==> config.mk <==
export PLATFORM = sky130hd
export DESIGN_NAME = tx_control_top
export DESIGN_NICKNAME = d
export VERILOG_FILES = /design/src/design/ctl_cfg_pkg.sv /design/src/design/mac_frame_pkg.sv /design/src/design/ack_responder.sv /design/src/design/ack_wait_tracker.sv /design/src/design/ctl_regs.sv /design/src/design/rx_frame_classify.sv /design/src/design/tx_control_top.sv
export SDC_FILE = /design/constraint.sdc
export NUM_CORES = 1
export LEC_CHECK = 0
export BUFFER_PORTS_ARGS = -buffer_cell sky130_fd_sc_hd__buf_2
export CORE_ASPECT_RATIO = 1.4
export CORE_MARGIN = 2
export CORE_UTILIZATION = 53
export CTS_BUF_LIST = sky130_fd_sc_hd__clkbuf_8
export CTS_CLUSTER_SIZE = 12
export DETAILED_ROUTE_END_ITERATION = 7
export GPL_ROUTABILITY_DRIVEN = 0
export PLACE_DENSITY = 0.84
export SYNTH_ARGS = -nofsm -noshare
export SYNTH_HDL_FRONTEND = slang
export SYNTH_SLANG_ARGS = --single-unit
==> constraint.sdc <==
create_clock -name clk -period 4.15 [get_ports clk]
set_clock_uncertainty 0.2 [all_clocks]
set_input_delay 0.2075 -clock clk [delete_from_list [all_inputs] [get_ports clk]]
set_output_delay 0.2075 -clock clk [all_outputs]
set_load 0.01 [all_outputs]
==> src/design/ctl_cfg_pkg.sv <==
// apb request/response structs, register offsets, configuration and tx status structs
`default_nettype none

package ctl_cfg_pkg;

  typedef struct packed {
    logic psel;
    logic penable;
    logic pwrite;
    logic [7:0] paddr;
    logic [31:0] pwdata;
  } apb_req_t;

  typedef struct packed {
    logic [31:0] prdata;
    logic pready;
    logic pslverr;
  } apb_rsp_t;

  // register map, byte offsets
  localparam logic [7:0] REG_MAC_LO = 8'h00;
  localparam logic [7:0] REG_MAC_HI = 8'h04;
  // sifs [6:0], preamble+sig [14:8], symbol [20:16]
  localparam logic [7:0] REG_TIMING = 8'h08;
  localparam logic [7:0] REG_ACK_WAIT = 8'h0c;
  localparam logic [7:0] REG_SIG_TO = 8'h10;
  localparam logic [7:0] REG_ACK_TO = 8'h14;
  // retry limit [3:0], ack_disable [8], cts_disable [9]
  localparam logic [7:0] REG_CTRL = 8'h18;
  // read only
  localparam logic [7:0] REG_STATUS = 8'h1c;

  // all times in clock cycles
  typedef struct packed {
    logic [47:0] self_mac;
    logic [6:0] sifs_time;
    logic [6:0] preamble_sig_time;
    logic [4:0] ofdm_symbol_time;
    logic [14:0] send_ack_wait;
    logic [14:0] sig_valid_timeout;
    logic [14:0] ack_timeout;
    logic [3:0] retrans_limit;
    logic ack_disable;
    logic cts_disable;
  } ctl_cfg_t;

  typedef struct packed {
    logic success;
    logic [3:0] num_retrans;
  } tx_status_t;

endpackage

`default_nettype wire

==> src/design/mac_frame_pkg.sv <==
// frame-control codes, received-frame metadata, response request and response word layouts
`default_nettype none

package mac_frame_pkg;

  // 802.11 frame type field
  typedef enum logic [1:0] {
    FC_MGMT = 2'b00,
    FC_CTRL = 2'b01,
    FC_DATA = 2'b10
  } fc_type_t;

  // control subtypes
  localparam logic [3:0] SUBTYPE_PSPOLL = 4'b1010;
  localparam logic [3:0] SUBTYPE_RTS = 4'b1011;
  localparam logic [3:0] SUBTYPE_CTS = 4'b1100;
  localparam logic [3:0] SUBTYPE_ACK = 4'b1101;
  // action no-ack, never answered
  localparam logic [3:0] SUBTYPE_MGMT_NOACK = 4'b1110;

  // ack and cts always go out at 6 Mb/s
  localparam logic [11:0] ACK_SIGNAL_LEN = 12'd14;
  localparam logic [3:0] ACK_RATE_CODE = 4'b1011;
  localparam int unsigned ACK_NUM_SYM = 6;

  // header fields of a received frame, sampled at the fcs strobe
  typedef struct packed {
    logic fcs_strobe;
    logic fcs_valid;
    fc_type_t fc_type;
    logic [3:0] fc_subtype;
    logic more_frag;
    logic [15:0] duration;
    logic [47:0] addr1;
    logic [47:0] addr2;
    logic [15:0] signal_len;
  } rx_meta_t;

  // classifier to responder
  typedef struct packed {
    logic valid;
    logic is_cts;
    logic [47:0] ra;
    logic [15:0] duration;
  } resp_req_t;

  typedef logic [63:0] phy_word_t;

  // word 0, SIGNAL field in the low bits
  typedef struct packed {
    logic [45:0] rsvd_hi;
    logic parity;
    logic [11:0] len;
    logic rsvd;
    logic [3:0] rate;
  } sig_word_t;

  // word 1, frame control + duration + RA[31:0]
  typedef struct packed {
    logic [31:0] ra_lo;
    logic [15:0] duration;
    logic [7:0] fc_flags;
    logic [3:0] subtype;
    logic [1:0] ftype;
    logic [1:0] version;
  } hdr_word_t;

endpackage

`default_nettype wire

==> src/design/ack_responder.sv <==
// stage 2, response delay and three-word ack/cts stream to the phy
`default_nettype none

module ack_responder #(
  parameter int COUNT_WIDTH = 15
) (
  input wire clk,
  input wire rstn,
  input wire mac_frame_pkg::resp_req_t req,
  input wire ctl_cfg_pkg::ctl_cfg_t cfg,
  output mac_frame_pkg::phy_word_t word,
  output logic word_valid,
  input wire word_ready,
  output logic ack_cts_busy
);
  import mac_frame_pkg::*;

  // even parity over rate and length
  localparam logic SIG_PARITY = ^{ACK_RATE_CODE, ACK_SIGNAL_LEN};

  typedef enum logic [1:0] {
    ST_IDLE,
    ST_WAIT,
    ST_SEND
  } state_t;

  state_t state;
  logic [COUNT_WIDTH-1:0] wait_cnt;
  logic [1:0] word_idx;
  logic xfer;
  logic is_cts;
  logic [47:0] ra;
  logic [15:0] duration;
  sig_word_t sig_word;
  hdr_word_t hdr_word;

  assign word_valid = (state == ST_SEND);
  assign ack_cts_busy = (state != ST_IDLE);
  assign xfer = word_valid && word_ready;

  always_ff @(posedge clk) begin
    if (!rstn) begin
      state <= ST_IDLE;
      wait_cnt <= '0;
      word_idx <= '0;
    end else begin
      case (state)
        ST_IDLE: begin
          // requests during a response never reach here
          if (req.valid) begin
            wait_cnt <= cfg.send_ack_wait;
            word_idx <= '0;
            state <= (cfg.send_ack_wait == '0) ? ST_SEND : ST_WAIT;
          end
        end
        ST_WAIT: begin
          // first word_valid lands send_ack_wait+1 after the request
          wait_cnt <= wait_cnt - 1'b1;
          if (wait_cnt == COUNT_WIDTH'(1)) begin
            state <= ST_SEND;
          end
        end
        ST_SEND: begin
          if (xfer) begin
            word_idx <= word_idx + 1'b1;
            if (word_idx == 2'd2) begin
              state <= ST_IDLE;
            end
          end
        end
        default: state <= ST_IDLE;
      endcase
    end
  end

  // request payload
  always_ff @(posedge clk) begin
    if (state == ST_IDLE && req.valid) begin
      is_cts <= req.is_cts;
      ra <= req.ra;
      duration <= req.duration;
    end
  end

  // words built from latched fields, so they hold under back-pressure
  always_comb begin
    sig_word = '0;
    sig_word.parity = SIG_PARITY;
    sig_word.len = ACK_SIGNAL_LEN;
    sig_word.rate = ACK_RATE_CODE;
    hdr_word = '0;
    hdr_word.ra_lo = ra[31:0];
    hdr_word.duration = duration;
    hdr_word.subtype = is_cts ? SUBTYPE_CTS : SUBTYPE_ACK;
    hdr_word.ftype = FC_CTRL;
    case (word_idx)
      2'd0: word = sig_word;
      2'd1: word = hdr_word;
      default: word = {48'd0, ra[47:32]};
    endcase
  end

  // a stalled word stays put until the phy takes it
  a_word_hold: assert property (@(posedge clk) disable iff (!rstn)
    word_valid && !word_ready |=> word_valid && $stable(word));

endmodule

`default_nettype wire

==> src/design/ack_wait_tracker.sv <==
// stage 3, ack reception fsm, retry counting and retransmission start
`default_nettype none

module ack_wait_tracker #(
  parameter int COUNT_WIDTH = 15,
  parameter int RETRY_WIDTH = 4
) (
  input wire clk,
  input wire rstn,
  input wire ctl_cfg_pkg::ctl_cfg_t cfg,
  input wire tx_done,
  input wire tx_need_ack,
  input wire sig_seen,
  input wire ack_seen,
  input wire backoff_done,
  input wire quit_retrans,
  input wire ack_cts_busy,
  output logic tx_try_complete,
  output logic retrans_trigger,
  output logic start_retrans,
  output logic retrans_in_progress,
  output ctl_cfg_pkg::tx_status_t status
);

  typedef enum logic [1:0] {
    ST_IDLE,
    ST_WAIT_SIG,
    ST_WAIT_ACK,
    ST_BACKOFF
  } state_t;

  state_t state;
  logic [COUNT_WIDTH-1:0] tmo_cnt;
  logic [RETRY_WIDTH-1:0] num_retrans;
  logic tx_start;
  logic out_of_retries;
  logic done_ok;
  logic give_up;
  logic timed_out;
  logic finish;
  logic retry;

  // own responses finish with tx_done too, skip those
  assign tx_start = tx_done && !ack_cts_busy;
  assign out_of_retries = (num_retrans == cfg.retrans_limit) || (cfg.retrans_limit == '0);

  // outcome of this cycle
  always_comb begin
    done_ok = 1'b0;
    give_up = 1'b0;
    timed_out = 1'b0;
    case (state)
      ST_IDLE: begin
        done_ok = tx_start && !tx_need_ack;
        // host abort between retries
        give_up = !tx_start && quit_retrans && retrans_in_progress;
      end
      ST_WAIT_SIG: timed_out = !sig_seen && (tmo_cnt == cfg.sig_valid_timeout);
      ST_WAIT_ACK: begin
        done_ok = ack_seen;
        timed_out = !ack_seen && (tmo_cnt == cfg.ack_timeout);
      end
      ST_BACKOFF: give_up = quit_retrans;
      default: ;
    endcase
  end

  assign finish = done_ok || give_up || (timed_out && out_of_retries);
  assign retry = timed_out && !out_of_retries;

  always_ff @(posedge clk) begin
    if (!rstn) begin
      state <= ST_IDLE;
      tmo_cnt <= '0;
      num_retrans <= '0;
      retrans_in_progress <= 1'b0;
      tx_try_complete <= 1'b0;
      retrans_trigger <= 1'b0;
      start_retrans <= 1'b0;
      status <= '0;
    end else begin
      tx_try_complete <= finish;
      retrans_trigger <= retry;
      start_retrans <= 1'b0;
      // timer runs only while waiting, restarts per phase
      if ((state == ST_WAIT_SIG && !sig_seen) || state == ST_WAIT_ACK) begin
        tmo_cnt <= tmo_cnt + 1'b1;
      end else begin
        tmo_cnt <= '0;
      end
      if (finish) begin
        status.success <= done_ok;
        status.num_retrans <= num_retrans;
        num_retrans <= '0;
        retrans_in_progress <= 1'b0;
        state <= ST_IDLE;
      end else if (retry) begin
        num_retrans <= num_retrans + 1'b1;
        state <= ST_BACKOFF;
      end else begin
        case (state)
          ST_IDLE: begin
            if (tx_start) begin
              retrans_in_progress <= 1'b1;
              state <= ST_WAIT_SIG;
            end
          end
          ST_WAIT_SIG: begin
            if (sig_seen) begin
              state <= ST_WAIT_ACK;
            end
          end
          // retransmitted frame comes back through idle
          ST_BACKOFF: begin
            if (backoff_done) begin
              start_retrans <= 1'b1;
              state <= ST_IDLE;
            end
          end
          default: ;
        endcase
      end
    end
  end

  // one outcome per attempt, and a retry keeps the attempt open
  a_one_outcome: assert property (@(posedge clk) disable iff (!rstn)
    retrans_trigger |-> !tx_try_complete && retrans_in_progress);

endmodule

`default_nettype wire

==> src/design/ctl_regs.sv <==
// apb slave register block, configuration registers and tx status readback
`default_nettype none

module ctl_regs #(
  parameter int COUNT_WIDTH = 15,
  parameter int RETRY_WIDTH = 4
) (
  input wire clk,
  input wire rstn,
  input wire ctl_cfg_pkg::apb_req_t req,
  output ctl_cfg_pkg::apb_rsp_t rsp,
  input wire ctl_cfg_pkg::tx_status_t status,
  output ctl_cfg_pkg::ctl_cfg_t cfg
);
  import ctl_cfg_pkg::*;

  logic access;
  logic mapped;
  logic [31:0] rdata;

  // access phase, no wait states
  assign access = req.psel && req.penable;

  // address decode and read mux
  always_comb begin
    mapped = 1'b1;
    rdata = '0;
    case (req.paddr)
      REG_MAC_LO: rdata = cfg.self_mac[31:0];
      REG_MAC_HI: rdata = {16'd0, cfg.self_mac[47:32]};
      REG_TIMING: rdata = {11'd0, cfg.ofdm_symbol_time, 1'b0, cfg.preamble_sig_time,
                           1'b0, cfg.sifs_time};
      REG_ACK_WAIT: rdata = {17'd0, cfg.send_ack_wait};
      REG_SIG_TO: rdata = {17'd0, cfg.sig_valid_timeout};
      REG_ACK_TO: rdata = {17'd0, cfg.ack_timeout};
      REG_CTRL: rdata = {22'd0, cfg.cts_disable, cfg.ack_disable, 4'd0, cfg.retrans_limit};
      REG_STATUS: rdata = {27'd0, status};
      default: mapped = 1'b0;
    endcase
  end

  assign rsp.prdata = rdata;
  assign rsp.pready = 1'b1;
  // unmapped offset, error and no side effect
  assign rsp.pslverr = access && !mapped;

  always_ff @(posedge clk) begin
    if (!rstn) begin
      cfg <= '0;
    end else if (access && req.pwrite) begin
      case (req.paddr)
        REG_MAC_LO: cfg.self_mac[31:0] <= req.pwdata;
        REG_MAC_HI: cfg.self_mac[47:32] <= req.pwdata[15:0];
        REG_TIMING: begin
          cfg.sifs_time <= req.pwdata[6:0];
          cfg.preamble_sig_time <= req.pwdata[14:8];
          cfg.ofdm_symbol_time <= req.pwdata[20:16];
        end
        REG_ACK_WAIT: cfg.send_ack_wait <= req.pwdata[COUNT_WIDTH-1:0];
        REG_SIG_TO: cfg.sig_valid_timeout <= req.pwdata[COUNT_WIDTH-1:0];
        REG_ACK_TO: cfg.ack_timeout <= req.pwdata[COUNT_WIDTH-1:0];
        REG_CTRL: begin
          cfg.retrans_limit <= req.pwdata[RETRY_WIDTH-1:0];
          cfg.ack_disable <= req.pwdata[8];
          cfg.cts_disable <= req.pwdata[9];
        end
        // status is read only
        default: ;
      endcase
    end
  end

  // access phase must follow a setup phase of the same transfer
  a_apb_phase: assert property (@(posedge clk) disable iff (!rstn)
    req.penable |-> req.psel && $past(req.psel && !req.penable));

endmodule

`default_nettype wire

==> src/design/rx_frame_classify.sv <==
// stage 1, response decision, response duration and incoming ack detection
`default_nettype none

module rx_frame_classify (
  input wire clk,
  input wire rstn,
  input wire mac_frame_pkg::rx_meta_t rx,
  input wire sig_valid,
  input wire ctl_cfg_pkg::ctl_cfg_t cfg,
  output mac_frame_pkg::resp_req_t req,
  output logic ack_seen,
  output logic sig_seen
);
  import mac_frame_pkg::*;

  logic to_self;
  logic is_data;
  logic is_mgmt;
  logic is_pspoll;
  logic is_rts;
  logic is_ack;
  logic len_is_ack;
  logic need_resp;
  logic dur_from_rx;
  logic [9:0] air_time;
  logic [9:0] resp_overhead;
  logic [15:0] dur_left;
  logic [15:0] dur_calc;

  // frame decode
  assign to_self = (rx.addr1 == cfg.self_mac);
  assign len_is_ack = (rx.signal_len == 16'(ACK_SIGNAL_LEN));
  assign is_data = (rx.fc_type == FC_DATA);
  assign is_mgmt = (rx.fc_type == FC_MGMT) && (rx.fc_subtype != SUBTYPE_MGMT_NOACK);
  assign is_pspoll = (rx.fc_type == FC_CTRL) && (rx.fc_subtype == SUBTYPE_PSPOLL);
  assign is_rts = (rx.fc_type == FC_CTRL) && (rx.fc_subtype == SUBTYPE_RTS);
  assign is_ack = (rx.fc_type == FC_CTRL) && (rx.fc_subtype == SUBTYPE_ACK) && len_is_ack;

  // answered frames: data, mgmt, ps-poll, rts unless cts is off
  assign need_resp = rx.fcs_strobe && rx.fcs_valid && to_self && !cfg.ack_disable &&
                     (is_data || is_mgmt || is_pspoll || (is_rts && !cfg.cts_disable));

  // response airtime + sifs, config is static so two stages are fine
  always_ff @(posedge clk) begin
    air_time <= 10'(cfg.preamble_sig_time) + 10'(cfg.ofdm_symbol_time) * 10'(ACK_NUM_SYM);
    resp_overhead <= air_time + 10'(cfg.sifs_time);
  end

  // duration only carried over for rts and fragment bursts
  assign dur_from_rx = is_rts || ((is_data || is_mgmt) && rx.more_frag);
  assign dur_left = rx.duration - 16'(resp_overhead);

  always_comb begin
    dur_calc = '0;
    // bit 15 set means aid, not a duration
    if (!rx.duration[15] && dur_from_rx && (rx.duration > 16'(resp_overhead))) begin
      dur_calc = dur_left;
    end
  end

  always_ff @(posedge clk) begin
    if (!rstn) begin
      req.valid <= 1'b0;
      ack_seen <= 1'b0;
      sig_seen <= 1'b0;
    end else begin
      req.valid <= need_resp;
      ack_seen <= rx.fcs_strobe && rx.fcs_valid && to_self && is_ack;
      // sig of ack length, start of a possible ack
      sig_seen <= sig_valid && len_is_ack;
      // payload held until the next strobe
      if (rx.fcs_strobe) begin
        req.is_cts <= is_rts;
        req.ra <= rx.addr2;
        req.duration <= dur_calc;
      end
    end
  end

endmodule

`default_nettype wire

==> src/design/tx_control_top.sv <==
// top level, register block plus classify, respond and ack-wait stages
`default_nettype none

module tx_control_top #(
  parameter int COUNT_WIDTH = 15,
  parameter int RETRY_WIDTH = 4
) (
  input wire clk,
  input wire rstn,
  input wire ctl_cfg_pkg::apb_req_t apb_req,
  output ctl_cfg_pkg::apb_rsp_t apb_rsp,
  input wire mac_frame_pkg::rx_meta_t rx,
  input wire sig_valid,
  output mac_frame_pkg::phy_word_t word,
  output logic word_valid,
  input wire word_ready,
  output logic ack_cts_busy,
  input wire tx_done,
  input wire tx_need_ack,
  input wire backoff_done,
  input wire quit_retrans,
  output logic tx_try_complete,
  output logic retrans_trigger,
  output logic start_retrans,
  output logic retrans_in_progress
);
  import ctl_cfg_pkg::*;
  import mac_frame_pkg::*;

  ctl_cfg_t cfg;
  tx_status_t status;
  resp_req_t resp_req;
  // stage 1 to stage 3
  logic ack_seen;
  logic sig_seen;

  ctl_regs #(
    .COUNT_WIDTH(COUNT_WIDTH),
    .RETRY_WIDTH(RETRY_WIDTH)
  ) regs0 (
    .clk(clk),
    .rstn(rstn),
    .req(apb_req),
    .rsp(apb_rsp),
    .status(status),
    .cfg(cfg)
  );

  rx_frame_classify classify0 (
    .clk(clk),
    .rstn(rstn),
    .rx(rx),
    .sig_valid(sig_valid),
    .cfg(cfg),
    .req(resp_req),
    .ack_seen(ack_seen),
    .sig_seen(sig_seen)
  );

  ack_responder #(
    .COUNT_WIDTH(COUNT_WIDTH)
  ) responder0 (
    .clk(clk),
    .rstn(rstn),
    .req(resp_req),
    .cfg(cfg),
    .word(word),
    .word_valid(word_valid),
    .word_ready(word_ready),
    .ack_cts_busy(ack_cts_busy)
  );

  ack_wait_tracker #(
    .COUNT_WIDTH(COUNT_WIDTH),
    .RETRY_WIDTH(RETRY_WIDTH)
  ) tracker0 (
    .clk(clk),
    .rstn(rstn),
    .cfg(cfg),
    .tx_done(tx_done),
    .tx_need_ack(tx_need_ack),
    .sig_seen(sig_seen),
    .ack_seen(ack_seen),
    .backoff_done(backoff_done),
    .quit_retrans(quit_retrans),
    .ack_cts_busy(ack_cts_busy),
    .tx_try_complete(tx_try_complete),
    .retrans_trigger(retrans_trigger),
    .start_retrans(start_retrans),
    .retrans_in_progress(retrans_in_progress),
    .status(status)
  );

endmodule

`default_nettype wire

==> flow_summary_export.csv <==
group,metric,value,unit
timing,slew_headroom,26.0,%
setup_path,start_kind,"flip-flop",
global_routing,grt_use_total,29.1,%
layout,drive_above_1_share,21.0,%
hold_path,hold_path_startpoint,"rx[115]",
power_and_ir_drop,pwr-share-clk,41.1,%
synth,synth_area_leaders,"edfxtp_1 26%, dfxtp_1 25%, mux2i_1 5.2%",
synth,synth_top_cell_area_share,25.5,%
global_routing,grt_overflow_total,0,
setup_path,r2r_cells,7,
synth,ys_types,72,
setup_path,r2r_start,"regs0.cfg[115]",
power_and_ir_drop,internal_power,5.03,mW
clock_tree,clk_path_buf_depth,3,
timing,setup_violations,0,
synth,synth_area_leader_cell,"edfxtp_1",
routing,vias_per_cell,5.65,
placed_design,dp_cells,2104,
layout,multi_input_area,0.00705,mm^2
routing,dr.pass1.iters,6,
placed_design,hpwl,31100,um
routing,initialDrtViolationCount,1006,
run,cap_viol_max_count,0,
synth,synth_ff_type,"dfxtp_1",
routing,route.detailed.drc,0,
setup_path,r2r_slack,0.97,ns
timing,tightest_slew,1.11,ns
synth,syn-cell-area,0.0153,mm^2
power_and_ir_drop,sequentialPowerShare,50.9,%
clock_tree,cts.sinks,319,
clock_tree,path_clk_slew,0.07,ns
die,die_x,148,um
timing,min_period_over_period,76.6,%
die,initial_utilization,53.9,%
clock_tree,cts_hold_buf,109,
timing,rsz0062_at_grt,"false",
global_routing,grt_pass1_wl,68600,um
layout,fill_cells,2101,
clock_tree,cts-buffers-inserted,48,
setup_path,arrival,3.51,ns
synth,syn-instance-count,1496,
power_and_ir_drop,netSwitchingFraction,23.5,%
hold_path,hold_path_depth,4,
power_and_ir_drop,switching_power,1.55,mW
setup_path,crit_type,"flip-flop to flip-flop",
setup_path,timing.rr.end,"classify0.req[65]",
die,core,0.0284,mm^2
layout,syn_to_final_growth,24.8,%
synth,netlist_top_cells_count,"202 x nand2_1, 189 x dfxtp_1, 130 x edfxtp_1",
setup_path,crit_fanout,3,
timing,maxSlewViolCount,0,
setup_path,cp_slowest_cell,"dlygate4sd3_1",
setup_path,crit_chain,"xnor2_1 -> nand4_1 -> nor4_1 -> nand3_1 -> or4_1 -> nor4b_1 -> dlygate4sd3_1",
clock_tree,insertion_delay,0.59,ns
die,ios,292,
timing,min_period,3.18,ns
setup_path,cp-end-kind,"flip-flop",
synth,yosysWarningCount,0,
synth,synth_enable_flop_cells,130,
timing,fin_setup_tns,0,ns
power_and_ir_drop,p_leak,7.92,nW
clock_tree,h-tree-depth,2,
run_status,status,"complete, no violations",
placed_design,place_area,0.0170,mm^2
clock_tree,postCtsSetupRepairBufs,0,
synth,yosysSeqAreaShare,50.2,%
routing,dr_total_vias,13000,
power_and_ir_drop,total_power,6.58,mW
layout,design_area,0.0191,mm^2
synth,yosysMostFrequentCell,"nand2_1",
routing,antenna_left,0,
placed_design,io_buffer_count,290,
power_and_ir_drop,combPwrFrac,8.1,%
clock_tree,clockRootBuffer,"clkbuf_8",
layout,antenna_cells,0,
global_routing,antenna_found_initial,0,
hold_path,whs_endpoint,"classify0.req[3]",
synth,async_reset_ff_share,0,%
hold_path,min_path_type,"input pin to flip-flop",
clock_tree,post_cts_resized,0,
global_routing,first_global_vias,13000,
layout,final_nets,2120,
layout,instances_no_fill,2302,
synth,syn_area_per_cell,10.2,um^2
setup_path,worstPathRequired,4.48,ns
power_and_ir_drop,ir_worst_vdd,0.258,mV
global_routing,grt_max_degree,90,
die,die_h,205,um
routing,wl_per_cell,19.4,um
synth,synth-seq-cells,319,
clock_tree,cts_tree,"built",
setup_path,crit_path_start,"regs0.cfg[115]",
timing,max_freq,315,MHz
die,rows,73,
timing,finalHoldViolCount,0,
routing,wl,44700,um
power_and_ir_drop,powerDensity,344,mW/mm^2
layout,regArea,0.00769,mm^2
die,dieArea,0.0303,mm^2
synth,synth.net_count,1728,
setup_path,critPathMaxStageDelay,0.58,ns
## flip-flops by register name (all words and copies together), names as in the netlist, 9 cells and up
name and flops:
classify0.air_time 9, tracker0.tmo_cnt 15, classify0.resp_overhead 10, responder0.ra 48, regs0.cfg 118, responder0.duration 16, classify0.req 66, responder0.wait_cnt 15
## logic make-up after synthesis
logic type,count (synthesis),share of synthesized area (%)
DFF,319,50.2
muxes,95,6.78
xor gates and xnor gates,98,5.61
buffers and inverters,131,3.70
adders and majority gates,44,3.79
and+or+nand+nor,550,18.4
AOI/OAI and AO/OA,258,11.5
other,1,0.0245
## placed cells by master, fill, tap and decap left out, types with 19 or more instances in the layout
cell           Yosys  layout
a21boi_0          48      48
a21boi_1          25      25
a21oi_1           52      52
and2_1            73      72
buf_2              5     289
clkbuf_8           0      58
dfxtp_1          189     189
dlygate4sd3_1      0     109
edfxtp_1         130     130
ha_1              40      40
inv_1             60      74
mux2i_1           80      80
nand2_1          202     202
nand3_1           22      22
nor2_1            68      68
nor2b_1           66      66
nor3_1            19      19
nor4_1            21      21
o21ai_0           39      39
xnor2_1           42      42
xor2_1            56      56
## power groups by stage
stage	Clock (mW)	Sequential [mW]	Combinational [mW]
after detailed placement	0	3.41	0.436
final	2.70	3.35	0.531
after global routing	2.86	3.35	0.567
after CTS	2.72	3.34	0.518
after global placement	0	3.41	0.423
after floorplan	0	3.41	0.243
## through the flow
| stage | setup WS, ns | utilization (%) | hold slack (ns) |
|---|---|---|---|
| 2_1_floorplan | 0.787 | - | 0.106 |
| 3_3_place_gp | 1.20 | 59.8 | 0.176 |
| 3_5_place_dp | 1.09 | 59.8 | 0.179 |
| 4_1_cts | 1.05 | 67.2 | 0.00633 |
| 5_1_grt | 0.841 | 67.2 | 0.0442 |
| 6_report | 0.972 | 67.2 | 0.0376 |
## layout make-up
type	count	share of cell area (%)
Inverter	60	1.18
Sequential cell	319	40.2
Multi-Input combinational cell	1046	36.9
Tap cell	375	2.46
Clock inverter	31	1.13
Clock buffer	58	4.18
Timing Repair Buffer	413	13.9
## per-layer routing
| metal | global-route usage [%] | vias up | wire, um |
|---|---|---|---|
| met1 | 31.9 | 6042 | 16200 |
| met5 | 0 | - | 0 |
| li1 | - | 6011 | - |
| met4 | 18.6 | 0 | 3160 |
| met2 | 51.2 | 745 | 21600 |
| met3 | 5.63 | 200 | 3710 |
## worst max-delay path by stage
| stage | cells past startpoint | to | slack, ns |
|---|---|---|---|
| 3_3_place_gp | 8 | regs0.cfg[71] | 1.20 |
| 4_1_cts | 7 | classify0.req[65] | 1.05 |
| 2_1_floorplan | 6 | responder0.wait_cnt[3] | 0.79 |
| 5_1_grt | 8 | tracker0.status[4] | 0.84 |
| 3_5_place_dp | 8 | tracker0.status[4] | 1.09 |
| 6_report | 7 | classify0.req[65] | 0.97 |
## critical path, delay by kind of cell, from the launching register on
kind	cells	cell delay, ns
and+or+nand+nor	5	1.65
buffers and inverters	1	0.58
xor gates and xnor gates	1	0.16
DFF	1	0.54
No activity file was read; power rests on OpenSTA's default activity.
